### config.mk
export PLATFORM = sky130hd
export DESIGN_NAME = wb_dev_regs
export DESIGN_NICKNAME = d
export VERILOG_FILES = /design/src/wb_bus_pkg.sv /design/src/soc_map_pkg.sv /design/src/wb_dev_regs.sv
export SDC_FILE = /design/constraint.sdc
export NUM_CORES = 1
export LEC_CHECK = 0
export BUFFER_PORTS_ARGS = -buffer_cell sky130_fd_sc_hd__buf_2
export CORE_ASPECT_RATIO = 0.8
export CORE_MARGIN = 2
export CORE_UTILIZATION = 53
export CTS_CLUSTER_DIAMETER = 40
export DETAILED_ROUTE_END_ITERATION = 10
export GPL_TIMING_DRIVEN = 1
export PLACE_DENSITY = 0.71
export SLEW_MARGIN = 30
export SYNTH_ARGS = -nofsm -noshare
export SYNTH_HDL_FRONTEND = slang
export SYNTH_SLANG_ARGS = --single-unit
### constraint.sdc
create_clock -name clk_i -period 3.75 [get_ports clk_i]
set_input_delay 0.5625 -clock clk_i [delete_from_list [all_inputs] [get_ports clk_i]]
set_output_delay 0.5625 -clock clk_i [all_outputs]
set_load 0.01 [all_outputs]
### src/wb_bus_pkg.sv
// wishbone bus types
package wb_bus_pkg;

    localparam int WB_ADDR_W = 32;
    localparam int WB_DATA_W = 32;
    localparam int WB_SEL_W  = 2;   // two halfword lanes

    // cpu side command, wr on top as in the cpu word
    typedef struct packed {
        logic                 wr;
        logic                 rd;
        logic [WB_DATA_W-1:0] wdata;
    } cpu_cmd_t;

    // classic cycle request from the master
    typedef struct packed {
        logic [WB_ADDR_W-1:0] addr;
        logic [WB_DATA_W-1:0] wdata;
        logic                 we;
        logic                 cyc;
        logic                 stb;
        logic [WB_SEL_W-1:0]  sel;   // bit 0 low halfword, bit 1 high halfword
    } wb_req_t;

    // slave answer
    typedef struct packed {
        logic [WB_DATA_W-1:0] rdata;
        logic                 ack;
    } wb_rsp_t;

    // master FSM
    typedef enum logic [1:0] {
        WB_IDLE,
        WB_STROBE,     // cyc and stb out
        WB_WAIT_ACK    // stb dropped, cyc held
    } wb_state_e;

endpackage

### src/soc_map_pkg.sv
// address map and device registers
package soc_map_pkg;

    // bit 29 set means device space
    localparam int DEV_SPACE_BIT = 29;

    // lane enables live in address bits 17:16 for devices
    localparam int DEV_SEL_LSB = 16;

    // data ram, word indexed from address bits 9:2
    localparam int RAM_WORDS    = 256;
    localparam int RAM_IDX_BITS = 8;

    // device register select, address bits 3:2
    typedef enum logic [1:0] {
        DEV_SCRATCH = 2'd0,
        DEV_ACCUM   = 2'd1,
        DEV_ID      = 2'd2,
        DEV_WCOUNT  = 2'd3
    } dev_reg_e;

    localparam logic [31:0] DEV_ID_VALUE = 32'h57B0_0001;

endpackage

### src/wb_dev_regs.sv
// device register block
`timescale 1ns/1ps

module wb_dev_regs (
    input  logic                clk_i,
    input  logic                rst_i,
    input  wb_bus_pkg::wb_req_t req_i,
    output wb_bus_pkg::wb_rsp_t rsp_o
);

    import wb_bus_pkg::*;
    import soc_map_pkg::*;

    logic [WB_DATA_W-1:0] scratch_q;
    logic [WB_DATA_W-1:0] accum_q;
    logic [WB_DATA_W-1:0] wcount_q;
    logic [WB_DATA_W-1:0] rdata_q;
    logic [WB_DATA_W-1:0] rd_mux;
    logic [WB_DATA_W-1:0] lane_mask;
    logic                 ack_q;
    logic                 strobe;
    dev_reg_e             reg_idx;

    assign strobe    = req_i.cyc && req_i.stb;
    assign reg_idx   = dev_reg_e'(req_i.addr[3:2]);
    assign lane_mask = {{16{req_i.sel[1]}}, {16{req_i.sel[0]}}};

    always_comb begin
        unique case (reg_idx)
            DEV_SCRATCH: rd_mux = scratch_q;
            DEV_ACCUM:   rd_mux = accum_q;
            DEV_ID:      rd_mux = DEV_ID_VALUE;
            DEV_WCOUNT:  rd_mux = wcount_q;
            default:     rd_mux = '0;
        endcase
    end

    always_ff @(posedge clk_i) begin
        if (!rst_i) begin
            scratch_q <= '0;
            accum_q   <= '0;
            wcount_q  <= '0;
            rdata_q   <= '0;
            ack_q     <= 1'b0;
        end else begin
            ack_q <= strobe;
            if (strobe && req_i.we) begin
                wcount_q <= wcount_q + 1'b1;   // every device write counts
                case (reg_idx)
                    DEV_SCRATCH: scratch_q <= (scratch_q & ~lane_mask) |
                                              (req_i.wdata & lane_mask);
                    DEV_ACCUM:   accum_q <= accum_q + (req_i.wdata & lane_mask);
                    default: ;   // id and count are read only
                endcase
            end
            if (strobe && !req_i.we) begin
                rdata_q <= rd_mux;
            end
        end
    end

    assign rsp_o = '{rdata: rdata_q, ack: ack_q};

    // ack only answers a strobe decoded to device space
    a_ack_after_stb : assert property (
        @(posedge clk_i) disable iff (!rst_i)
        rsp_o.ack |-> $past(req_i.cyc && req_i.stb && req_i.addr[DEV_SPACE_BIT])
    ) else $error("wb_dev_regs: ack without a preceding device strobe");

endmodule

; ---- After elaboration in Yosys (flattened, before gate mapping)
; Index checks and enable logic that the tools add are counted.
[word_totals]
register_bits = 129
input_bits = 71
output_inout_bits = 33
elab_cells = 22
[classes]
n_addsub = 2
n_eq_ne = 3
n_mux = 1
n_bitwise = 4
n_reduce_logical = 7
[ops]
columns = op, n
row1 = $pmux W32 S4, 1
row2 = $and A32 B32 Y32, 2
row3 = $add A32 B1 Y32 const B, 1
row4 = $add A32 B32 Y32, 1
row5 = $not A32 Y32, 1
row6 = $or A32 B32 Y32, 1
row7 = $eq A2 B2 Y1 const B, 2
row8 = $reduce_and A2 Y1, 2
row9 = $logic_and A1 B1 Y1, 3
row10 = $eq A2 B1 Y1 const B, 1
row11 = $logic_not A2 Y1, 1
row12 = $logic_not A1 Y1, 1

; ---- Longest topological paths before layout
[depth]
ltp_word = 3
mapped_depth = 13
depth_no_buf = 11

; ---- Least setup slack after synthesis
; Ideal clock, no wire load.
[synth_path]
kind = input-to-reg
start = input port req_i[1] (netlist name)
end = register accum_q[27]
arrival_time_ns = 2.946
required_ns = 3.679
setup_slack_ns = 0.734
stages = 12
cell_sequence = clkbuf_1 > clkbuf_1 > and2_1 > ha_1 > a21o_1 > a21o_1 > a2111oi_4 > nor2_1 > o41ai_2 > xnor2_1 > nand2_1 > a21oi_1
[synth_between]
elab_chain_len = 2
[synth_lines]
columns = element, line
row1 = from (decl), wb_dev_regs.sv:7  ; input wb_bus_pkg::wb_req_t req_i,
row2 = $and A32 B32 Y32, wb_dev_regs.sv:52  ; DEV_ACCUM: accum_q <= accum_q + (req_i.wdata & lane_mask);
row3 = $add A32 B32 Y32, wb_dev_regs.sv:52
row4 = to (signal assigned), wb_dev_regs.sv:52
row5 = to (decl), wb_dev_regs.sv:15  ; logic [WB_DATA_W-1:0] accum_q;
; No other way between the ends.
; A chain may end at the register's enable or synchronous reset.

; ---- Worst setup path after layout
[layout_path]
start = input port req_i[0] (netlist name)
end = register accum_q[28]
; Same word-level chain as after synthesis.

==> flow_metrics.env <==
export IMPL_status="finished clean"
export IMPL_synthCells=925
export IMPL_grt_use_met1_pct=35.26
export IMPL_endpoint_kind="register"
export IMPL_antenna_found_initial=0
export IMPL_rows=38
export IMPL_syn_area_um2=7310
export IMPL_die_area_um2=14750
export IMPL_drive_above_1_share_pct=15.92
export IMPL_synth_top_cell_by_area="dfxtp_1"
export IMPL_area_delta_synth_final_pct=13.59
export IMPL_synthTopCellsByArea="dfxtp_1, nand2_1, a21oi_1, ha_1, nor2_1"
export IMPL_final_setup_viol_count=0
export IMPL_wl_per_cell_um=16.88
export IMPL_grt_total_usage_pct=27.10
export IMPL_tightest_slew_ns=0.8808
export IMPL_p_leak_uw=0.003330
export IMPL_final_common_cell="nand2_1"
export IMPL_ys_seq_area_share_pct=35.33
export IMPL_pwr_share_clk_pct=48.6
export IMPL_clk_path_buf_depth=2
export IMPL_grt_pass1_wl_mm=31.38
export IMPL_clk_transition_reported_paths_ns=0.06
export IMPL_power_density_nw_per_um2=392.5
export IMPL_finalWorstSetupSlack_ns=0.8565
export IMPL_min_path_type="primary input to register"
export IMPL_cts_tree="done"
export IMPL_postCtsSetupBuffers=0
export IMPL_syn_nets=1029
export IMPL_cts_repair_resized=0
export IMPL_overflow=0
export IMPL_clock_skew_ns=0.02092
export IMPL_synth_seq_cells=129
export IMPL_peakVddDrop_mv=0.3327
export IMPL_async_flop_share_pct=0
export IMPL_routed_wl_mm=19.58
export IMPL_syn_avg_cell_area_um2=7.902
export IMPL_nNetsFinal=1072
export IMPL_cts_sinks=129
export IMPL_fin_total_pwr_uw=3259
export IMPL_yosys_warnings=0
export IMPL_ant_nets=0
export IMPL_grt_max_degree=84
export IMPL_path_class="primary input to register"
export IMPL_dr_pass1_iters=7
export IMPL_max_slew_margin_rel_pct=41.28
export IMPL_min_period_ns=2.893
export IMPL_power_switching_uw=823.5
export IMPL_grt_busiest_layer="met2"
export IMPL_ys_flop_type="dfxtp_1"
export IMPL_cts_hold_buf=0
export IMPL_finalSetupTns_ns=0
export IMPL_synth_top_area_share_pct=35.33
export IMPL_vias=6759
export IMPL_switching_share_pct=25.27
export IMPL_pwr_share_comb_pct=8.2
export IMPL_timing_max_transition_violations_final=0
export IMPL_synth_edf_count=0
export IMPL_die_h_um=109.0
export IMPL_clock_latency_ns=0.42
export IMPL_rsz0062_at_grt="false"
export IMPL_critical_path_required_ns=4.06
export IMPL_h_tree_depth=4
export IMPL_ios=104
export IMPL_cp_arrival_ns=3.20
export IMPL_cp_start_kind="primary input"
export IMPL_root_buffer="clkbuf_16"
export IMPL_critPathMaxFanout=18
export IMPL_drc_errors=0
export IMPL_use_met3_pct=5.160
export IMPL_internal_power_uw=2436
export IMPL_grt_pass1_vias=6294
export IMPL_pre_cts_slack_ns=0.4949
export IMPL_gp_congestion=0.8857
export IMPL_cts_buffers=17
export IMPL_routed_via_density=5.827
export IMPL_final_cell_mix="nand2_1, dfxtp_1, a21oi_1"
export IMPL_fin_crit_sh_pct=77.16
export IMPL_grt_met2_usage_pct=44.67
export IMPL_cap_violations=0
export IMPL_drt_iter0_drc=421
export IMPL_pwr_share_seq_pct=43.1
export IMPL_finalHoldViolCount=0
export IMPL_start_util_pct=54.13
export IMPL_fmax_ghz=0.3456
export IMPL_core_area_um2=13500
export IMPL_antenna_cells=0
export IMPL_dp_hpwl_mm=13.84
export IMPL_port_buffers=73
export IMPL_die_w_um=135.3
export IMPL_utilization_pct=61.49
export IMPL_yosysUniqueCellTypes=65
[path summary, 6_finish.rpt]
check	startpoint	end	slack, ns	depth (start not counted)
max	req_i[0]	accum_q[28]	0.86	12
min	req_i[10]	register	0.40	3
max reg2reg	accum_q[0]	accum_q[28]	1.02	10
min reg2reg	rdata_q[26]	rdata_q[26]	0.45	2
[critical path, stage by stage]
cell       delay, ns
buf_2           0.25
and2_1          0.17
ha_1            0.20
fa_1            0.23
a21oi_1         0.10
or3_1           0.40
nand3_2         0.12
o2111ai_2       0.17
a21oi_1         0.41
o41a_1          0.23
a21oi_1         0.08
o31a_1          0.27
[cell usage after synthesis (all sizes together), types with 8 or more instances]
| master | count |
|---|---|
| xnor2 | 19 |
| o211ai | 16 |
| a21o | 9 |
| mux2i | 13 |
| inv | 10 |
| a221oi | 23 |
| and3 | 11 |
| a211oi | 9 |
| xor2 | 28 |
| o21ai | 27 |
| ha | 32 |
| nand4 | 10 |
| nand3 | 36 |
| dfxtp | 129 |
| nor2 | 84 |
| buf | 8 |
| nand2 | 163 |
| clkbuf | 49 |
| nor3 | 30 |
| a21oi | 94 |
| and2 | 35 |
| mux2 | 23 |
[metrics by stage]
step / instance area [um2] / instances / hold WS [ns]
global placement: 7740 / 1129 / 0.4406
global route: 8303 / 1160 / 0.3978
detailed placement: 7740 / 1129 / 0.4446
CTS: 8303 / 1160 / 0.3900
finish: 8303 / 1160 / 0.4013
floorplan: 7310 / 925 / 0.4364
[per-layer routing]
layer  up-vias  wire length (um)
li1       3353                 -
met1      3174              9057
met2       193              8991
met3        39               921
met4         0               611
met5         -                 0
[power by group through the flow]
stage	Clock [uW]	Sequential, uW	Combinational (uW)
after floorplan	0	1440	173
after global placement	0	1440	264
after detailed placement	0	1440	266
after CTS	1600	1410	267
after global routing	1670	1410	297
final	1580	1410	269
[cells by family (layout without fill, tap and decap cells)]
family / Yosys count / in the layout / synth area share, %
buffers and inverters: 67 / 122 / 3.646
AOI/OAI and AO/OA: 212 / 212 / 18.79
DFF: 129 / 129 / 35.33
xor gates and xnor gates: 47 / 47 / 5.632
and+or+nand+nor: 401 / 401 / 25.52
muxes: 36 / 36 / 5.323
adders and majority gates: 33 / 33 / 5.751
[cell type report]
cell class              count  area, um2
clock inverters            12      110.1
inverters                  10      38.79
flip-flops and latches    129       2582
multi-input cells         729       4468
repair buffers             81      425.4
well taps                 180      225.2
fillers                  1249       5200
clock buffers              19      452.9
Note: power is estimated with default switching activity, not from simulation.
