<file path="src/wb_bus_pkg.sv">
// wishbone bus types
package wb_bus_pkg;

    localparam int WB_ADDR_W = 32;
    localparam int WB_DATA_W = 32;
    localparam int WB_SEL_W  = 2;   // two halfword lanes

    // cpu side command, wr on top as in the cpu word
    typedef struct packed {
        logic                 wr;
        logic                 rd;
        logic [WB_DATA_W-1:0] wdata;
    } cpu_cmd_t;

    // classic cycle request from the master
    typedef struct packed {
        logic [WB_ADDR_W-1:0] addr;
        logic [WB_DATA_W-1:0] wdata;
        logic                 we;
        logic                 cyc;
        logic                 stb;
        logic [WB_SEL_W-1:0]  sel;   // bit 0 low halfword, bit 1 high halfword
    } wb_req_t;

    // slave answer
    typedef struct packed {
        logic [WB_DATA_W-1:0] rdata;
        logic                 ack;
    } wb_rsp_t;

    // master FSM
    typedef enum logic [1:0] {
        WB_IDLE,
        WB_STROBE,     // cyc and stb out
        WB_WAIT_ACK    // stb dropped, cyc held
    } wb_state_e;

endpackage

</file>
<file path="src/soc_map_pkg.sv">
// address map and device registers
package soc_map_pkg;

    // bit 29 set means device space
    localparam int DEV_SPACE_BIT = 29;

    // lane enables live in address bits 17:16 for devices
    localparam int DEV_SEL_LSB = 16;

    // data ram, word indexed from address bits 9:2
    localparam int RAM_WORDS    = 256;
    localparam int RAM_IDX_BITS = 8;

    // device register select, address bits 3:2
    typedef enum logic [1:0] {
        DEV_SCRATCH = 2'd0,
        DEV_ACCUM   = 2'd1,
        DEV_ID      = 2'd2,
        DEV_WCOUNT  = 2'd3
    } dev_reg_e;

    localparam logic [31:0] DEV_ID_VALUE = 32'h57B0_0001;

endpackage

</file>
<file path="src/wb_master.sv">
// wishbone master
`timescale 1ns/1ps

module wb_master (
    input  logic                                clk_i,
    input  logic                                rst_i,

    // cpu side
    input  logic [wb_bus_pkg::WB_ADDR_W-1:0]    cmd_addr_i,
    input  wb_bus_pkg::cpu_cmd_t                cmd_i,
    output logic                                cmd_busy_o,
    output logic [wb_bus_pkg::WB_DATA_W-1:0]    cmd_rdata_o,
    output logic                                cmd_rdata_valid_o,

    // bus side
    output wb_bus_pkg::wb_req_t                 wb_req_o,
    input  wb_bus_pkg::wb_rsp_t                 wb_rsp_i
);

    import wb_bus_pkg::*;
    import soc_map_pkg::*;

    wb_state_e           state_q;
    wb_req_t             req_q;
    logic                is_read_q;   // only reads raise valid
    logic                ack_seen;
    logic                accept;
    logic [WB_SEL_W-1:0] lane_sel;

    assign ack_seen = (state_q == WB_WAIT_ACK) && wb_rsp_i.ack;

    // a new command may start in the same edge that closes the old cycle
    assign accept = ((state_q == WB_IDLE) || ack_seen) && (cmd_i.rd || cmd_i.wr);

    assign cmd_busy_o = (state_q != WB_IDLE) && !ack_seen;

    // lane rule
    always_comb begin
        if (cmd_addr_i[DEV_SPACE_BIT]) begin
            lane_sel = cmd_addr_i[DEV_SEL_LSB +: WB_SEL_W];
        end else begin
            lane_sel = '1;   // ram uses both halves
        end
    end

    always_ff @(posedge clk_i) begin
        if (accept) begin
            req_q.addr  <= cmd_addr_i;
            req_q.wdata <= cmd_i.wdata;
        end
        if (ack_seen) begin
            cmd_rdata_o <= wb_rsp_i.rdata;
        end

        if (!rst_i) begin
            state_q           <= WB_IDLE;
            req_q.we          <= 1'b0;
            req_q.cyc         <= 1'b0;
            req_q.stb         <= 1'b0;
            req_q.sel         <= '0;
            is_read_q         <= 1'b0;
            cmd_rdata_valid_o <= 1'b0;
        end else begin
            cmd_rdata_valid_o <= ack_seen && is_read_q;

            if (accept) begin
                state_q   <= WB_STROBE;
                req_q.cyc <= 1'b1;
                req_q.stb <= 1'b1;
                req_q.we  <= cmd_i.wr && !cmd_i.rd;   // rd wins
                req_q.sel <= lane_sel;
                is_read_q <= cmd_i.rd;
            end else if (state_q == WB_STROBE) begin
                state_q   <= WB_WAIT_ACK;
                req_q.stb <= 1'b0;   // single strobe per cycle
            end else if (ack_seen) begin
                state_q   <= WB_IDLE;
                req_q.cyc <= 1'b0;
                req_q.we  <= 1'b0;
                req_q.sel <= '1;
                is_read_q <= 1'b0;
            end else if (state_q == WB_IDLE) begin
                req_q.sel <= '1;   // idle lanes
            end
        end
    end

    assign wb_req_o = req_q;

    a_stb_in_cyc : assert property (
        @(posedge clk_i) disable iff (!rst_i)
        wb_req_o.stb |-> wb_req_o.cyc
    ) else $error("wb_master: stb high outside a cycle");

endmodule

</file>
<file path="config.mk">
export PLATFORM = sky130hd
export DESIGN_NAME = wb_master
export DESIGN_NICKNAME = d
export VERILOG_FILES = /design/src/wb_bus_pkg.sv /design/src/soc_map_pkg.sv /design/src/wb_master.sv
export SDC_FILE = /design/constraint.sdc
export NUM_CORES = 1
export LEC_CHECK = 0
export BUFFER_PORTS_ARGS = -buffer_cell sky130_fd_sc_hd__buf_2
export CORE_AREA = 2 2 86 88
export CTS_BUF_LIST = sky130_fd_sc_hd__clkbuf_4 sky130_fd_sc_hd__clkbuf_8
export DETAILED_ROUTE_END_ITERATION = 10
export DIE_AREA = 0 0 88 90
export PLACE_DENSITY = 0.86
export SYNTH_ARGS = -nofsm -noshare
export SYNTH_HDL_FRONTEND = slang
export SYNTH_SLANG_ARGS = --single-unit
</file>
<file path="constraint.sdc">
create_clock -name clk_i -period 5.2 [get_ports clk_i]
set_clock_uncertainty 0.05 [all_clocks]
set_input_delay 0.78 -clock clk_i [delete_from_list [all_inputs] [get_ports clk_i]]
set_output_delay 0.78 -clock clk_i [all_outputs]
set_load 0.005 [all_outputs]
</file>
# ---- Word-level counts from Yosys, hierarchy flattened
# Cells that the tools add are included.
dict set report totals {
  input_bits 101
  regBits 105
  out_inout_bits 103
}
dict set report op_classes {
  reduce_logical 19
  n_mux 13
  bitwise_logic 1
  n_eq_ne 3
}
# cell count
set ops {}
lappend ops {{2-to-1 mux 2 bit} 7}
lappend ops {{nonzero test 2 bit} 4}
lappend ops {{nonzero test 3 bit} 2}
lappend ops {{logical AND 1 bit} 5}
lappend ops {{2-to-1 mux 1 bit} 5}
lappend ops {{2-to-1 mux 5 bit} 1}
lappend ops {{AND reduction 2 bit} 2}
lappend ops {{equality test 2 x 1 -> 1 bit (second input constant)} 1}
lappend ops {{equality test 2 bit (second input constant)} 1}
lappend ops {{zero test 1 bit} 2}
lappend ops {{zero test 2 bit} 1}
lappend ops {{logical OR 1 bit} 2}
lappend ops {{!= test 2 bit (second input constant)} 1}
lappend ops {{OR reduction 2 bit} 1}
lappend ops {{NOT 1 bit} 1}

# ---- Longest topological paths before layout
dict set report depth {
  word_depth 6
  ltp_mapped 3
  ltp_nobuf 3
}

# ---- Worst setup path before layout
# Ideal clock, no wire load.
dict set report synth_path {
  path_type {in2reg}
  from {in wb_rsp_i[0] (netlist name)}
  to {reg req_q (netlist bit wb_req_o[10]) (enable)}
  path_stages 3
  arrival_time_ps 2293
  n_path_buf 0
  path_slack_ps 2439
  required_time_ps 4732
  path_cell_list {nand2b_4 > nand3_1 > inv_1}
}
dict set report synth_between {
  elab_chain_len 3
}
# item line_no
set synth_lines {}
lappend synth_lines {{start: declaration} wb_master.sv:17} ;# input wb_bus_pkg::wb_rsp_t wb_rsp_i
lappend synth_lines {{logical AND 1 bit} wb_master.sv:30} ;# assign ack_seen = (state_q == WB_WAIT_ACK) && wb_rsp_i.ack;
lappend synth_lines {{logical OR 1 bit} wb_master.sv:33} ;# assign accept = ((state_q == WB_IDLE) || ack_seen) && (cmd_i.rd || cmd_i.wr);
lappend synth_lines {{logical AND 1 bit} wb_master.sv:33}
lappend synth_lines {{net accept} wb_master.sv:27} ;# logic accept;
lappend synth_lines {{end: declaration} wb_master.sv:24} ;# wb_req_t req_q;
# The timed path passes the listed nets, and every way through them passes these cells.
# A chain may end at the register's enable or synchronous reset.

# ---- Final worst setup path
dict set report layout_path {
  from {in cmd_i[32] (netlist name)}
  to {reg req_q (netlist bit wb_req_o[34]) (enable)}
}
dict set report layout_between {
  elab_chain_len 2
}
# item line_no
set layout_lines {}
lappend layout_lines {{start: declaration} wb_master.sv:10} ;# input wb_bus_pkg::cpu_cmd_t cmd_i,
lappend layout_lines {{logical OR 1 bit} wb_master.sv:33}
lappend layout_lines {{logical AND 1 bit} wb_master.sv:33}
lappend layout_lines {{net accept} wb_master.sv:27}
# The timed path passes the listed nets, and every way through them passes these cells.

==> metrics <==
status=finished clean; die area=0.00792 mm²; nets=between 400 and 500; fill cell count=between 500 and 600; Achievable Freq=between 400 and 500 MHz; WP data required=5150 ps; Worst Tran Pin Value=approximately 1100 ps; most common flop cell mapped by yosys=edfxtp_1; CTS resizes=0; sequential power share=approximately three fifths; worst vdd ir=about 0.25 mV; H-tree lvl count=3; Clock transition at path regs=around 90 ps; max-capacitance violation count=0; Critical Path AT=between 2000 and 2500 ps; final setup fails=0; period utilization=42.2%; drt via density=roughly 4.4; CTS sink cnt=between 100 and 150; cts bufs inserted=9; Power, Total=approximately 1.7 mW; flops & latches, synth=105; largest net degree at the start of global routing=39; clock latency on the worst-skew pair=roughly 340 ps; Leak=approximately 2 nW; final hold vios=0; fin crit period=between 2000 and 2500 ps; RSZ-0062 raised after global routing=no; IO Pins=about 200; share of layout cells above drive strength 1=between 60% and 70%; detailed-route via count=approximately 2000; syn_area_per_cell=24.7 µm²; max-slew violations=0; Detail Route Antenna Nets=0; first-pass GRT wire length=around 9500 µm; area leader, netlist=edfxtp_1; Layout Cells excl Fill=approximately 450; Cells after Synth=between 100 and 150; vias in the first global route=between 2000 and 2500; Hold Path Class=flop to flop; Initial Util=between 40 and 50%; Netlist Area Pre-Place=roughly 0.0032 mm²; post-route worst setup slack=3010 ps; synth cell count leaders=edfxtp_1 (96), dfxtp_1 (9), inv_1 (5); initial drt markers=just under 60; Setup crit end kind=flop; Psw=about 0.35 mW; Fin Setup TNS=0 ps; Setup Crit Path Kind=input pin to flop; # Post-CTS Setup Buffers=0; most frequent cell after synthesis=edfxtp_1; global route total overflow=0; drt pass-1 iters=4; Comb power frac=~8.6%; Die H=about 90 µm; sw frac=about a fifth; cell internal pwr=around 1.3 mW; CTS tree=yes; Rel. slew slack=roughly a quarter; routability cong.=0.855; FFs w/ async S/R, synth=0%; Rows=31; Clock power frac=between 30% and 40%; core area=between 0.007 and 0.008 mm²; clock root cell=clkbuf_8; Area Overhead vs Synth=42.5%; number of synthesized flops with an enable pin=96; WL per Instance=14.6 µm; post-synth net total=between 200 and 250; gr usage total=around 16%; hpwl dp=around 5100 µm; Post-route DRC=0; crit path launch type=input pin; Die W=between 80 and 90 µm; pre-CTS setup slack=~2600 ps; Synth area leaders=edfxtp_1 (89%), dfxtp_1 (5.6%), o221a_2 (0.70%); initial antenna violation count=2; CTS Buffer Depth=2; count of cell types in the netlist=18; Port Buffers=slightly above 200; register area share after synthesis=94.7%; Cell Pwr Density=around 370 mW/mm²; CP Max Fanout=38; WL final=roughly 6600 µm; placed instance count=434; Yosys top cell area share=89.2%; CTS Hold Bufs=0; synth warn=0
==> area by class of cell <==
cell class                      count  area [µm²]  share of cell area, %
Tap cell                           99         124                   2.69
Sequential cell                   105        3060                   66.5
Antenna cell                        1        2.50                 0.0543
Multi-Input combinational cell     21         151                   3.29
Clock buffer                       10         131                   2.85
Clock inverter                      6        91.3                   1.98
Inverter                            5        18.8                  0.407
Timing Repair Buffer              204        1020                   22.2
==> sequential cells by signal, indices dropped and copies added, names as in the netlist <==
register,flops
cmd_rdata_valid_o,1
wb_req_o,69
state_q,2
cmd_rdata_o,32
is_read_q,1
==> per-layer routing <==
metal / part of all wire [%] / GRT usage, % / vias to the layer above
li1: - / - / 945
met1: 36 / 17.1 / 915
met2: 51 / 28.3 / 130
met3: 11 / 7.16 / 13
met4: 1.9 / 6.54 / 2
met5: 0.20 / 0 / -
==> critical path, cell delays in order <==
cell and delay [ps]:
buf_2 110, or2_2 120, nand3_1 160, inv_2 450, buf_4 500
==> cells by family after synthesis <==
kind of cell | Yosys count | share of synthesized area (%)
AO/OA/AOI/OAI | 8 | 2.09
buffers and inverters | 5 | 0.581
AND/OR/NAND/NOR | 13 | 2.59
flip-flops | 105 | 94.7
==> per-stage QoR <==
step / util (%) / hold WS, ps / instance area [µm²]
4_1_cts: 65.6 / 423 / 4600
2_1_floorplan: - / 394 / 3230
6_report: 65.6 / 421 / 4610
5_1_grt: 65.6 / 456 / 4600
3_3_place_gp: 62.4 / 409 / 4380
3_5_place_dp: 62.4 / 409 / 4380
==> layout by cell type (no fill, tap or decap), types with 2 or more instances in the layout <==
cell / synthesis / routed
a21oi_1: 3 / 3
edfxtp_1: 96 / 96
clkinvlp_4: 0 / 3
bufinv_16: 0 / 2
clkbuf_8: 0 / 9
nand2_1: 3 / 3
buf_2: 0 / 203
nand3_1: 2 / 2
dfxtp_1: 9 / 9
inv_1: 5 / 4
o221a_2: 2 / 2
==> power groups by stage <==
stage / registers, mW / logic [mW] / clock network [mW]
floorplan: 1.04 / 0.0340 / 0
global placement: 1.03 / 0.143 / 0
detailed placement: 1.03 / 0.148 / 0
CTS: 1.01 / 0.148 / 0.547
global route: 1.02 / 0.162 / 0.572
finish: 1.01 / 0.145 / 0.534
==> final timing paths <==
check	end	slack [ps]	from	cells past startpoint
setup / recovery	wb_req_o[34]$_DFFE_PP_	3010	cmd_i[32]	5
hold / removal	wb_req_o[3]$_SDFFE_PN0P_	420	wb_req_o[3]$_SDFFE_PN0P_	2
setup reg to reg	wb_req_o[34]$_DFFE_PP_	3200	state_q[1]$_SDFFE_PP0P_	4
hold reg to reg	wb_req_o[3]$_SDFFE_PN0P_	420	wb_req_o[3]$_SDFFE_PN0P_	2
Note: power is estimated with default switching activity, not from simulation.
