File: config.mk
export PLATFORM = sky130hd
export DESIGN_NAME = wb_bus_mux
export DESIGN_NICKNAME = d
export VERILOG_FILES = /design/src/wb_bus_pkg.sv /design/src/soc_map_pkg.sv /design/src/wb_bus_mux.sv
export SDC_FILE = /design/constraint.sdc
export NUM_CORES = 1
export LEC_CHECK = 0
export ABC_CLOCK_PERIOD_IN_PS = 800
export BUFFER_PORTS_ARGS = -buffer_cell sky130_fd_sc_hd__buf_2
export CELL_PAD_IN_SITES_DETAIL_PLACEMENT = 1
export CELL_PAD_IN_SITES_GLOBAL_PLACEMENT = 1
export CORE_MARGIN = 5
export CORE_UTILIZATION = 13
export DETAILED_ROUTE_END_ITERATION = 7
export GPL_TIMING_DRIVEN = 0
export PLACE_DENSITY = 0.86
export SYNTH_ARGS = -nofsm -noshare
export SYNTH_HDL_FRONTEND = slang
export SYNTH_SLANG_ARGS = --single-unit
File: constraint.sdc
create_clock -name vclk -period 0.8
set_input_delay 0.12 -clock vclk [all_inputs]
set_output_delay 0.12 -clock vclk [all_outputs]
set_load 0.005 [all_outputs]
File: src/wb_bus_pkg.sv
// wishbone bus types
package wb_bus_pkg;

    localparam int WB_ADDR_W = 32;
    localparam int WB_DATA_W = 32;
    localparam int WB_SEL_W  = 2;   // two halfword lanes

    // cpu side command, wr on top as in the cpu word
    typedef struct packed {
        logic                 wr;
        logic                 rd;
        logic [WB_DATA_W-1:0] wdata;
    } cpu_cmd_t;

    // classic cycle request from the master
    typedef struct packed {
        logic [WB_ADDR_W-1:0] addr;
        logic [WB_DATA_W-1:0] wdata;
        logic                 we;
        logic                 cyc;
        logic                 stb;
        logic [WB_SEL_W-1:0]  sel;   // bit 0 low halfword, bit 1 high halfword
    } wb_req_t;

    // slave answer
    typedef struct packed {
        logic [WB_DATA_W-1:0] rdata;
        logic                 ack;
    } wb_rsp_t;

    // master FSM
    typedef enum logic [1:0] {
        WB_IDLE,
        WB_STROBE,     // cyc and stb out
        WB_WAIT_ACK    // stb dropped, cyc held
    } wb_state_e;

endpackage

File: src/soc_map_pkg.sv
// address map and device registers
package soc_map_pkg;

    // bit 29 set means device space
    localparam int DEV_SPACE_BIT = 29;

    // lane enables live in address bits 17:16 for devices
    localparam int DEV_SEL_LSB = 16;

    // data ram, word indexed from address bits 9:2
    localparam int RAM_WORDS    = 256;
    localparam int RAM_IDX_BITS = 8;

    // device register select, address bits 3:2
    typedef enum logic [1:0] {
        DEV_SCRATCH = 2'd0,
        DEV_ACCUM   = 2'd1,
        DEV_ID      = 2'd2,
        DEV_WCOUNT  = 2'd3
    } dev_reg_e;

    localparam logic [31:0] DEV_ID_VALUE = 32'h57B0_0001;

endpackage

File: src/wb_bus_mux.sv
// wishbone address decode and response merge
`timescale 1ns/1ps

module wb_bus_mux (
    input  logic                clk_i,
    input  logic                rst_i,

    input  wb_bus_pkg::wb_req_t req_i,
    output wb_bus_pkg::wb_req_t ram_req_o,
    output wb_bus_pkg::wb_req_t dev_req_o,

    input  wb_bus_pkg::wb_rsp_t ram_rsp_i,
    input  wb_bus_pkg::wb_rsp_t dev_rsp_i,
    output wb_bus_pkg::wb_rsp_t rsp_o
);

    import soc_map_pkg::*;

    logic dev_hit;

    assign dev_hit = req_i.addr[DEV_SPACE_BIT];

    // only the strobe is steered, the rest fans out
    always_comb begin
        ram_req_o     = req_i;
        ram_req_o.stb = req_i.stb && !dev_hit;
        dev_req_o     = req_i;
        dev_req_o.stb = req_i.stb && dev_hit;
    end

    always_comb begin
        rsp_o.ack   = ram_rsp_i.ack || dev_rsp_i.ack;
        rsp_o.rdata = dev_rsp_i.ack ? dev_rsp_i.rdata : ram_rsp_i.rdata;
    end

    a_one_ack : assert property (
        @(posedge clk_i) disable iff (!rst_i)
        !(ram_rsp_i.ack && dev_rsp_i.ack)
    ) else $error("wb_bus_mux: both slaves acked");

endmodule

-- Yosys cells after proc, flatten, opt, wreduce, memory -nomap -nowiden
Index checks and enable logic that the tools add are counted.
W data, S select, Z words.
- register bits after elaboration: 0
- bits of input ports: 137
- output and inout port bits: 171
- logic and storage cells: 5
- muxes and demuxes: 1
- reductions and logical operators: 4
- operators with widths (kind ; number):
    $mux W32 ; 1
    $logic_and A1 B1 Y1 ; 2
    $logic_not A1 Y1 ; 1
    $logic_or A1 B1 Y1 ; 1

-- Logic depth before layout (Yosys ltp)
Gate-level depths: netlist (run 1).
- word-level depth: 2
- mapped depth: 3
- mapped depth without buffers: 1

-- Worst setup path before layout (run 1)
OpenSTA, ideal clock, no wires.
- kind: input -> output
- start point: input dev_rsp_i[0] (netlist name)
- end point: output rsp_o[10] (netlist name)
- arrival time: 0.678 ns
- required time: 0.680 ns
- setup slack: 0.002 ns
- stages: 3
- path buffers: 2
- cell sequence: buf_6 buf_12 mux2_4
- RTL lines (element ; RTL line ; text):
    from (decl) ; wb_bus_mux.sv:13 ; input wb_bus_pkg::wb_rsp_t dev_rsp_i,
    to (decl) ; wb_bus_mux.sv:14 ; output wb_bus_pkg::wb_rsp_t rsp_o

==> results.md, run 1 <==
- Status: finished with violations
- Failing checks: negative setup slack
- Logic pwr share: 100.0%
- Post-CTS Hold Buffers: 0
- Detail Route Antenna Nets: 0
- P_sw: 0.0005345 W
- PortBufs: 238
- Seq cells: 0
- Unrepaired setup endpoints after global routing: true
- First-pass GRT wire length: 11,180 µm
- Worst Path Required: 0.68 ns
- Die height: 120.3 µm
- Synth-to-Final Area Change: 107.4%
- RD Place Congestion: 0.7172
- Ant. Diodes: 0
- Largest net degree at the start of global routing: 8
- Hold Vio Cnt, Final: 0
- Critical path origin: dev_rsp_i[0]
- Core footprint: 0.01196 mm²
- Worst Hold Class: in -> out
- Most Used Layer, Global Route: met2
- M1 GR Usage: 8.654%
- Vias: 1,905
- Finished Cell Area: 0.003277 mm²
- Rows: 40
- Mapped Nets: 312
- DRT Wirelength: 7664 µm
- Overflow after GRT: 0
- Fmax: 1.052 GHz
- Placed Area: 0.002955 mm²
- Worst vdd ir: 0.2110 mV
- Dpl hpwl: 7147 µm
- Nets: 556
- Met3 usage: 3.555%
- Total power: 0.001794 W
- Pwr per Cell Area: 547.5 mW/mm²
- Router iterations before antenna repair: 2
- Crit Path Class: in -> out
- Clock buf count: 0
- Register area: 0 µm²
- Pleak: 2.013 nW
- Routed len/inst: 13.59 µm
- Mapped Cells: 175
- Cell taking the most area after synthesis: buf_4
- Finish-stage setup viols: 33
- CP Launch Type: primary input
- YS warnings: 0
- Syn avg cell area: 9.030 µm²
- Dominant cell by count in the synthesized netlist: buf_4
- Iteration-0 DRC count of the detailed router: 6
- Initial antenna violation count: 0
- Starting Density: 13.21%
- Vias in the first global route: 2,148
- # IOs: 308
- Filler cells: 1,486
- Multi-input logic area: 499.2 µm²
- Sw frac: 29.79%
- Grt met2 use: 19.81%
- Worst Path Max Fanout: 7
- Share of post-route cells with drive strength above 1: 99.28%
- Max cap viols: 0
- Top cell type's share of synthesized area: 64.61%
- CP Capture Type: primary output
- Seq/Total Area, Yosys: 0%
- Tightest Pin Transition: 0.1093 ns
- Final worst slack: -0.1502 ns
- Netlist cell types: 8
- Top cells by area, synth: buf_4 (65%), mux2_4 (28%), buf_12 (3.8%)
- GRT Total Usage: 9.358%
- DRC errors left: 0
- Die Wd: 120.3 µm
- Critical path arrival: 0.83 ns
- Flop pwr share: 0%
- Max-Slew Margin vs Limit: 92.71%
- Min cycle time layout: 0.9502 ns
- Final Max Tran Viols: 0
- Power share of the clock group: 0%
- Period utilisation layout: 118.8%
- Setup crit end: rsp_o[17]
- Post-DR vias/cell: 3.378
- Mapped Area: 0.001580 mm²
- Most frequent cells after synthesis: buf_4 (136), mux2_4 (29), buf_12 (3), mux2_2 (3)
- Total internal power: 0.001260 W
- Die area: 0.01446 mm²
layout make-up:
type | instances | share of cell area [%]
Buffer | 140 | 33.83
Multi-Input combinational cell | 35 | 15.23
Tap cell | 147 | 5.613
Timing Repair Buffer | 242 | 45.32
cells in the final DEF (no fill, tap or decap):
master	count
buf_4	136
buf_6	33
buf_12	3
buf_2	206
nor2b_1	1
mux2_4	32
and2_1	1
buf_16	4
or2_1	1
critical path, stage by stage:
cell and delay (ns):
buf_16 0.14, buf_12 0.14, mux2_4 0.31, buf_6 0.12
worst min path at each step:
| stage | startpoint | endpoint | depth (start not counted) |
|---|---|---|---|
| after floorplan | req_i[66] | ram_req_o[2] | 1 |
| after global placement | req_i[23] | ram_req_o[23] | 2 |
| after detailed placement | req_i[14] | ram_req_o[14] | 2 |
| after CTS | req_i[14] | ram_req_o[14] | 2 |
| after global routing | req_i[23] | ram_req_o[23] | 2 |
| final | req_i[56] | ram_req_o[56] | 2 |
timing repair:
item	4_1_cts	5_1_grt
setup buffers	1	0
pin swaps	1	0
gates resized for setup	47	0
setup endpoints to repair	33	33
gates cloned	3	0
cells by family after synthesis:
| family | share of synthesized area (%) |
|---|---|
| buffers and inverters | 69.12 |
| muxes | 29.69 |
| and+or+nand+nor | 1.188 |
power by group through the flow:
stage / combinational [W] / clock (W) / sequential, W
floorplan: 0.000863 / 0 / 0
global placement: 0.00155 / 0 / 0
detailed placement: 0.00158 / 0 / 0
CTS: 0.00183 / 0 / 0
global route: 0.00193 / 0 / 0
finish: 0.00179 / 0 / 0
layer usage:
layer | share of wire, % | vias to the layer above
met5 | 0 | -
met3 | 14 | 6
met2 | 58 | 151
li1 | - | 903
met4 | 0.69 | 0
met1 | 28 | 845
per-stage QoR:
stage                     hold slack [ns]  setup TNS, ns  utilization, %  setup WS [ns]  cells
after floorplan                    0.2702              0               -       0.001588    175
after global placement             0.4078         -4.999           24.71        -0.1798    560
after detailed placement           0.4082         -5.014           24.71        -0.1803    560
after CTS                          0.4082         -4.612           27.40        -0.1541    564
after global routing               0.4100         -4.949           27.40        -0.1649    564
final                              0.4062         -4.429           27.40        -0.1502    564
(Power assumes the default switching activity.)
==> run 2, diff against run 1 <==
--- a/config.mk
+++ b/config.mk
@@ -7,13 +7,13 @@
 export LEC_CHECK = 0
 export ABC_CLOCK_PERIOD_IN_PS = 800
 export BUFFER_PORTS_ARGS = -buffer_cell sky130_fd_sc_hd__buf_2
-export CELL_PAD_IN_SITES_DETAIL_PLACEMENT = 1
+export CELL_PAD_IN_SITES_DETAIL_PLACEMENT = 0
 export CELL_PAD_IN_SITES_GLOBAL_PLACEMENT = 1
-export CORE_MARGIN = 5
-export CORE_UTILIZATION = 13
+export CORE_AREA = 2 2 120 122
 export DETAILED_ROUTE_END_ITERATION = 7
+export DIE_AREA = 0 0 122 124
 export GPL_TIMING_DRIVEN = 0
-export PLACE_DENSITY = 0.86
+export PLACE_DENSITY = 0.78
 export SYNTH_ARGS = -nofsm -noshare
 export SYNTH_HDL_FRONTEND = slang
 export SYNTH_SLANG_ARGS = --single-unit
==> run 2 against run 1 <==
Compared with the run above: design area up 1.8%; sequential share of layout area unchanged; largest power group unchanged; wire length down 3.9%; fmax up 0.46%; the run still ends with negative setup slack left; utilization down 3.1 points; non-clock buffer count unchanged; critical path type unchanged; global-route usage down 1.4 points; largest cell class unchanged; first-iteration DRC count up 50%; combinational power about the same; hold slack worse by 0.0014 ns; via count down 4.6%; clock-buffer cell count unchanged.
==> results.md, run 2 (synthesized netlist as in run 1, its figures left out) <==
- Worst Path Max Fanout: 5 (was 7)
- M1 GR Usage: 7.538% (was 8.654%)
- Period utilisation layout: 118.2% (was 118.8%)
- Router iterations before antenna repair: 3 (was 2)
- Vias: 1,817 (was 1,905)
- Post-CTS Hold Buffers: 0 (unchanged)
- Overflow after GRT: 0 (unchanged)
- Dpl hpwl: 7073 µm (was 7147 µm)
- CP Capture Type: primary output (unchanged)
- Met3 usage: 1.832% (was 3.555%)
- Nets: 556 (unchanged)
- Finish-stage setup viols: 30 (was 33)
- PortBufs: 238 (unchanged)
- Pleak: 2.019 nW (was 2.013 nW)
- First-pass GRT wire length: 8832 µm (was 11,180 µm)
- Starting Density: 11.52% (was 13.21%)
- Worst Hold Class: in -> out (unchanged)
- Final core utilization: 24.30% (was 27.40%)
- Die Wd: 122 µm (was 120.3 µm)
- DRC errors left: 0 (unchanged)
- Fmax: 1.057 GHz (was 1.052 GHz)
- Worst vdd ir: 0.2164 mV (was 0.2110 mV)
- RD Place Congestion: 0.8955 (was 0.7172)
- GRT Total Usage: 7.932% (was 9.358%)
- Sw frac: 29.23% (was 29.79%)
- Die area: 0.01513 mm² (was 0.01446 mm²)
- Postcts setup bufs: 0 (was 1)
- Min-Delay Startpoint: req_i[56] (unchanged)
- Max cap viols: 0 (unchanged)
- Clock buf count: 0 (unchanged)
- DRT Wirelength: 7368 µm (was 7664 µm)
- Commonest non-fill, non-tap cell in the layout: buf_2 (unchanged)
- Synth-to-Final Area Change: 111.0% (was 107.4%)
- Max-Slew Margin vs Limit: 94.87% (was 92.71%)
- Hold path cells: 2 (unchanged)
- Rows: 43 (was 40)
- Share of post-route cells with drive strength above 1: 99.28% (unchanged)
- Failing checks: negative setup slack (unchanged)
- Seq cells: 0 (unchanged)
- CP Launch Type: primary input (unchanged)
- Routed len/inst: 12.34 µm (was 13.59 µm)
- Largest net degree at the start of global routing: 6 (was 8)
- Worst slack, placed: -0.1954 ns (was -0.1803 ns)
- Most Used Layer, Global Route: met2 (unchanged)
- # IOs: 308 (unchanged)
- Pwr per Cell Area: 537.8 mW/mm² (was 547.5 mW/mm²)
- Core footprint: 0.01372 mm² (was 0.01196 mm²)
- Final Max Tran Viols: 0 (unchanged)
- Register area: 0 µm² (unchanged)
- Total internal power: 0.001269 W (was 0.001260 W)
- Die height: 124 µm (was 120.3 µm)
- Commonest cells after routing, fill and taps aside: buf_2 (206), buf_4 (136), mux2_4 (32), buf_6 (32), buf_16 (5) (was buf_2 (206), buf_4 (136), buf_6 (33))
- Final worst slack: -0.1459 ns (was -0.1502 ns)
- Power share of the clock group: 0% (about the same)
- Placed Cells: 593 (was 560)
- Flop pwr share: 0% (about the same)
- Min cycle time layout: 0.9459 ns (was 0.9502 ns)
- Detail Route Antenna Nets: 0 (unchanged)
- Vias in the first global route: 1,500 (was 2,148)
- Iteration-0 DRC count of the detailed router: 9 (was 6)
- Hold Vio Cnt, Final: 0 (unchanged)
- Logic pwr share: 100.0% (about the same)
- Initial antenna violation count: 0 (unchanged)
- Post-DR vias/cell: 3.044 (was 3.378)
- Placed Area: 0.002997 mm² (was 0.002955 mm²)
- Finished Cell Area: 0.003334 mm² (was 0.003277 mm²)
- Setup tns final: -3.629 ns (was -4.429 ns)
- Tightest Pin Transition: 0.07680 ns (was 0.1093 ns)
- Worst Path Required: 0.68 ns (about the same)
- Grt met2 use: 17.74% (was 19.81%)
- Status: finished with violations (unchanged)
- Crit Path Class: in -> out (unchanged)
- Ant. Diodes: 0 (unchanged)
- Unrepaired setup endpoints after global routing: true (unchanged)
- Critical path arrival: 0.83 ns (about the same)
- Final std cells w/o fill: 597 (was 564)
- P_sw: 0.0005242 W (was 0.0005345 W)
- Hold EP: ram_req_o[56] (unchanged)
[run 2: changes by cell type in the layout (fill, tap and decap cells not counted)]
cell    previous run  this run
buf_16             4         5
buf_6             33        32
[run 2: final cells by class]
class | instances | area (µm²)
multi-input combinational | 35 | 499.2
timing repair buffer | 242 | 1501
tap | 180 | 225.2
fill | 1503 | 10390
buffer | 140 | 1109
[run 2: critical path: stages]
cell,delay (ns)
buf_16,0.13
buf_12,0.13
mux2_4,0.31
buf_6,0.12
[run 2: power by group through the flow]
stage	Combinational, W	Sequential (W)	Clock [W]
6_report	0.00179	0	0
5_1_grt	0.00194	0	0
3_3_place_gp	0.00157	0	0
3_5_place_dp	0.00158	0	0
4_1_cts	0.00184	0	0
2_1_floorplan	0.000863	0	0
[run 2: per-layer routing]
layer | vias to the layer above | wire length [µm] | part of all wire (%)
li1 | 903 | - | -
met2 | 165 | 4215 | 57
met3 | 0 | 970 | 13
met4 | 0 | 0 | 0
met1 | 749 | 2182 | 30
met5 | - | 0 | 0
[run 2: per-stage QoR]
step	hold slack, ns	total power (W)
floorplan	0.2702	0.0008629
global placement	0.4060	0.001574
detailed placement	0.4060	0.001585
CTS	0.4059	0.001836
global route	0.4085	0.001936
finish	0.4049	0.001793
[run 2: repair_timing]
| item | in CTS | in global routing |
|---|---|---|
| setup endpoints to repair | 33 | 30 |
| gates cloned | 4 | 0 |
| gates resized for setup | 57 | 1 |
| pin swaps | 1 | 0 |
| hold endpoints to repair | 0 | 0 |
[run 2: how the worst max path moves through the flow]
| stage | cells after the start | slack (ns) | end | startpoint |
|---|---|---|---|---|
| final | 4 | -0.15 | rsp_o[21] | dev_rsp_i[0] |
| after global routing | 4 | -0.16 | rsp_o[12] | dev_rsp_i[0] |
| after CTS | 4 | -0.15 | rsp_o[21] | dev_rsp_i[0] |
| after detailed placement | 4 | -0.20 | rsp_o[12] | dev_rsp_i[0] |
| after global placement | 4 | -0.20 | rsp_o[12] | dev_rsp_i[0] |
| after floorplan | 3 | 0.002 | rsp_o[10] | dev_rsp_i[0] |
==> run 3, diff against run 2 <==
--- a/config.mk
+++ b/config.mk
@@ -5,15 +5,16 @@
 export SDC_FILE = /design/constraint.sdc
 export NUM_CORES = 1
 export LEC_CHECK = 0
+export ABC_AREA = 1
 export ABC_CLOCK_PERIOD_IN_PS = 800
 export BUFFER_PORTS_ARGS = -buffer_cell sky130_fd_sc_hd__buf_2
 export CELL_PAD_IN_SITES_DETAIL_PLACEMENT = 0
 export CELL_PAD_IN_SITES_GLOBAL_PLACEMENT = 1
-export CORE_AREA = 2 2 120 122
+export CORE_AREA = 2 2 121 123
 export DETAILED_ROUTE_END_ITERATION = 7
-export DIE_AREA = 0 0 122 124
+export DIE_AREA = 0 0 123 125
 export GPL_TIMING_DRIVEN = 0
-export PLACE_DENSITY = 0.78
+export PLACE_DENSITY = 0.81
 export SYNTH_ARGS = -nofsm -noshare
 export SYNTH_HDL_FRONTEND = slang
 export SYNTH_SLANG_ARGS = --single-unit
==> run 3 against run 2 <==
Compared with the run above: the flow still finishes with violations (negative setup slack); synthesized cell count rose by 40%; critical path depth grew 2; die area up 1.6%; first-iteration DRC count grew to 2.8 times the previous value; worst setup slack better by 0.13 ns; combinational power decreased by 17%; design area shrank 9.6%; global-route usage decreased by 1.4 points; critical path type unchanged; largest cell class unchanged.
==> results.md, run 3 <==
- Top cells by area, synth: buf_4 (71%), nand2_1 (25%), buf_6 (3.1%) (was buf_4 (65%), mux2_4 (28%), buf_12 (3.8%))
- Mapped Cells: 245 (was 175)
- Top cell type's share of synthesized area: 70.68% (was 64.61%)
- Critical path arrival: 0.69 ns (was 0.83 ns)
- Iteration-0 DRC count of the detailed router: 25 (was 9)
- Final Max Tran Viols: 0 (unchanged)
- Routed len/inst: 9.254 µm (was 12.34 µm)
- Pwr per Cell Area: 492.3 mW/mm² (was 537.8 mW/mm²)
- Worst slack, placed: -0.1060 ns (was -0.1954 ns)
- Die height: 125 µm (was 124 µm)
- Cell taking the most area after synthesis: buf_4 (unchanged)
- Die area: 0.01538 mm² (was 0.01513 mm²)
- Seq/Total Area, Yosys: 0% (unchanged)
- Hold WS: 0.4052 ns (was 0.4049 ns)
- DRT Wirelength: 6191 µm (was 7368 µm)
- Crit Path Class: in -> out (unchanged)
- Netlist cell types: 7 (was 8)
- DRC errors left: 0 (unchanged)
- Seq cells: 0 (unchanged)
- Mapped Area: 0.001476 mm² (was 0.001580 mm²)
- PortBufs: 238 (unchanged)
- Post-CTS Hold Buffers: 0 (unchanged)
- Failing checks: negative setup slack (unchanged)
- Vias: 2,056 (was 1,817)
- Final core utilization: 21.23% (was 24.30%)
- Mapped Nets: 382 (was 312)
- Commonest cells after routing, fill and taps aside: buf_2 (238), buf_4 (137), nand2_1 (91) (was buf_2 (206), buf_4 (136), mux2_4 (32), buf_6 (32), buf_16 (5))
- Most frequent cells after synthesis: buf_4 (139), nand2_1 (97), buf_6 (4) (was buf_4 (136), mux2_4 (29), buf_12 (3), mux2_2 (3))
- CP Launch Type: primary input (unchanged)
- Vias in the first global route: 1,721 (was 1,500)
- Ant. Diodes: 0 (unchanged)
- Die Wd: 123 µm (was 122 µm)
- Unrepaired setup endpoints after global routing: true (unchanged)
- Overflow after GRT: 0 (unchanged)
- Worst Path Required: 0.68 ns (about the same)
- Tightest Pin Transition: 0.1079 ns (was 0.07680 ns)
- Nets: 624 (was 556)
- Synth-to-Final Area Change: 104.2% (was 111.0%)
- Clock buf count: 0 (unchanged)
- Fmax: 1.230 GHz (was 1.057 GHz)
- Pleak: 1.987 nW (was 2.019 nW)
- Hold Vio Cnt, Final: 0 (unchanged)
- Starting Density: 10.39% (was 11.52%)
- Rows: 44 (was 43)
- Commonest non-fill, non-tap cell in the layout: buf_2 (unchanged)
- YS warnings: 0 (unchanged)
- Placed Area: 0.002898 mm² (was 0.002997 mm²)
- Worst vdd ir: 0.1527 mV (was 0.2164 mV)
- Post-DR vias/cell: 3.073 (was 3.044)
- Finished Cell Area: 0.003015 mm² (was 0.003334 mm²)
- Detail Route Antenna Nets: 0 (unchanged)
- Core footprint: 0.01420 mm² (was 0.01372 mm²)
- # IOs: 308 (unchanged)
- Max cap viols: 0 (unchanged)
- Initial antenna violation count: 0 (unchanged)
- Register area: 0 µm² (unchanged)
- Period utilisation layout: 101.6% (was 118.2%)
- Worst Hold Class: in -> out (unchanged)
- RD Place Congestion: 0.7223 (was 0.8955)
- Dpl hpwl: 5483 µm (was 7073 µm)
- Final worst slack: -0.01297 ns (was -0.1459 ns)
- Worst Path Max Fanout: 7 (was 5)
- GRT Total Usage: 6.560% (was 7.932%)
- Share of post-route cells with drive strength above 1: 80.62% (was 99.28%)
- Dominant cell by count in the synthesized netlist: buf_4 (unchanged)
- Finish-stage setup viols: 2 (was 30)
- Max-Slew Margin vs Limit: 92.80% (was 94.87%)
- Min cycle time layout: 0.8130 ns (was 0.9459 ns)
- Router iterations before antenna repair: 4 (was 3)
- Status: finished with violations (unchanged)
- CP Capture Type: primary output (unchanged)
- Largest net degree at the start of global routing: 11 (was 6)
- First-pass GRT wire length: 8142 µm (was 8832 µm)
- Syn avg cell area: 6.026 µm² (was 9.030 µm²)
- Setup tns final: -0.02177 ns (was -3.629 ns)
-- run 3: cell count changes after synthesis, moves of 2 or more --
cell,change
buf_12,-3
buf_4,+3
buf_6,+3
inv_1,+2
mux2_2,-3
mux2_4,-29
nand2_1,+97
-- run 3: area by class of cell --
| class | count | area (µm²) |
|---|---|---|
| Buffer | 143 | 1125 |
| Fill cell | 1656 | 11190 |
| Inverter | 3 | 27.53 |
| Multi-Input combinational cell | 99 | 389.1 |
| Tap cell | 184 | 230.2 |
| Timing Repair Buffer | 240 | 1244 |
-- run 3: routing by layer --
| metal | GRT usage (%) | vias to the layer above | share of wire [%] |
|---|---|---|---|
| met5 | 0 | - | 0 |
| met4 | 0.2005 | 0 | 0.31 |
| met3 | 0.2281 | 2 | 10 |
| met2 | 13.81 | 154 | 55 |
| met1 | 7.406 | 828 | 34 |
| li1 | - | 1072 | - |
-- run 3: where the power goes --
group / leakage (nW) / total, W / internal (W) / switching, W
sequential: 0 / 0 / 0 / 0
combinational: 1.99 / 0.00148 / 0.000977 / 0.000508
clock: 0 / 0 / 0 / 0
-- run 3: cells by family (layout without fill, tap and decap cells) --
| family | Yosys count | count (layout) | share of synthesized area [%] |
|---|---|---|---|
| AND/OR/NAND/NOR | 99 | 99 | 25.34 |
| buffers and inverters | 146 | 386 | 74.66 |
-- run 3: worst paths after layout --
check                     from             to  slack [ns]  cells after the start
setup / recovery  dev_rsp_i[0]      rsp_o[20]       -0.01                      6
hold / removal       req_i[39]  ram_req_o[39]        0.41                      2
-- run 3: through the flow --
stage	std cells	power (W)
finish	669	0.001485
global route	669	0.001634
CTS	668	0.001489
detailed placement	667	0.001431
global placement	667	0.001429
floorplan	245	0.0007651
-- run 3: critical path: stages --
cell,delay [ns]
buf_12,0.13
inv_16,0.08
buf_12,0.13
nand2_2,0.05
nand2_1,0.06
buf_2,0.11
-- run 3: timing repair --
item / in CTS / in global routing
setup buffers: 0 / 0
cloned: 1 / 1
setup endpoints to repair: 21 / 31
resized for setup: 16 / 4
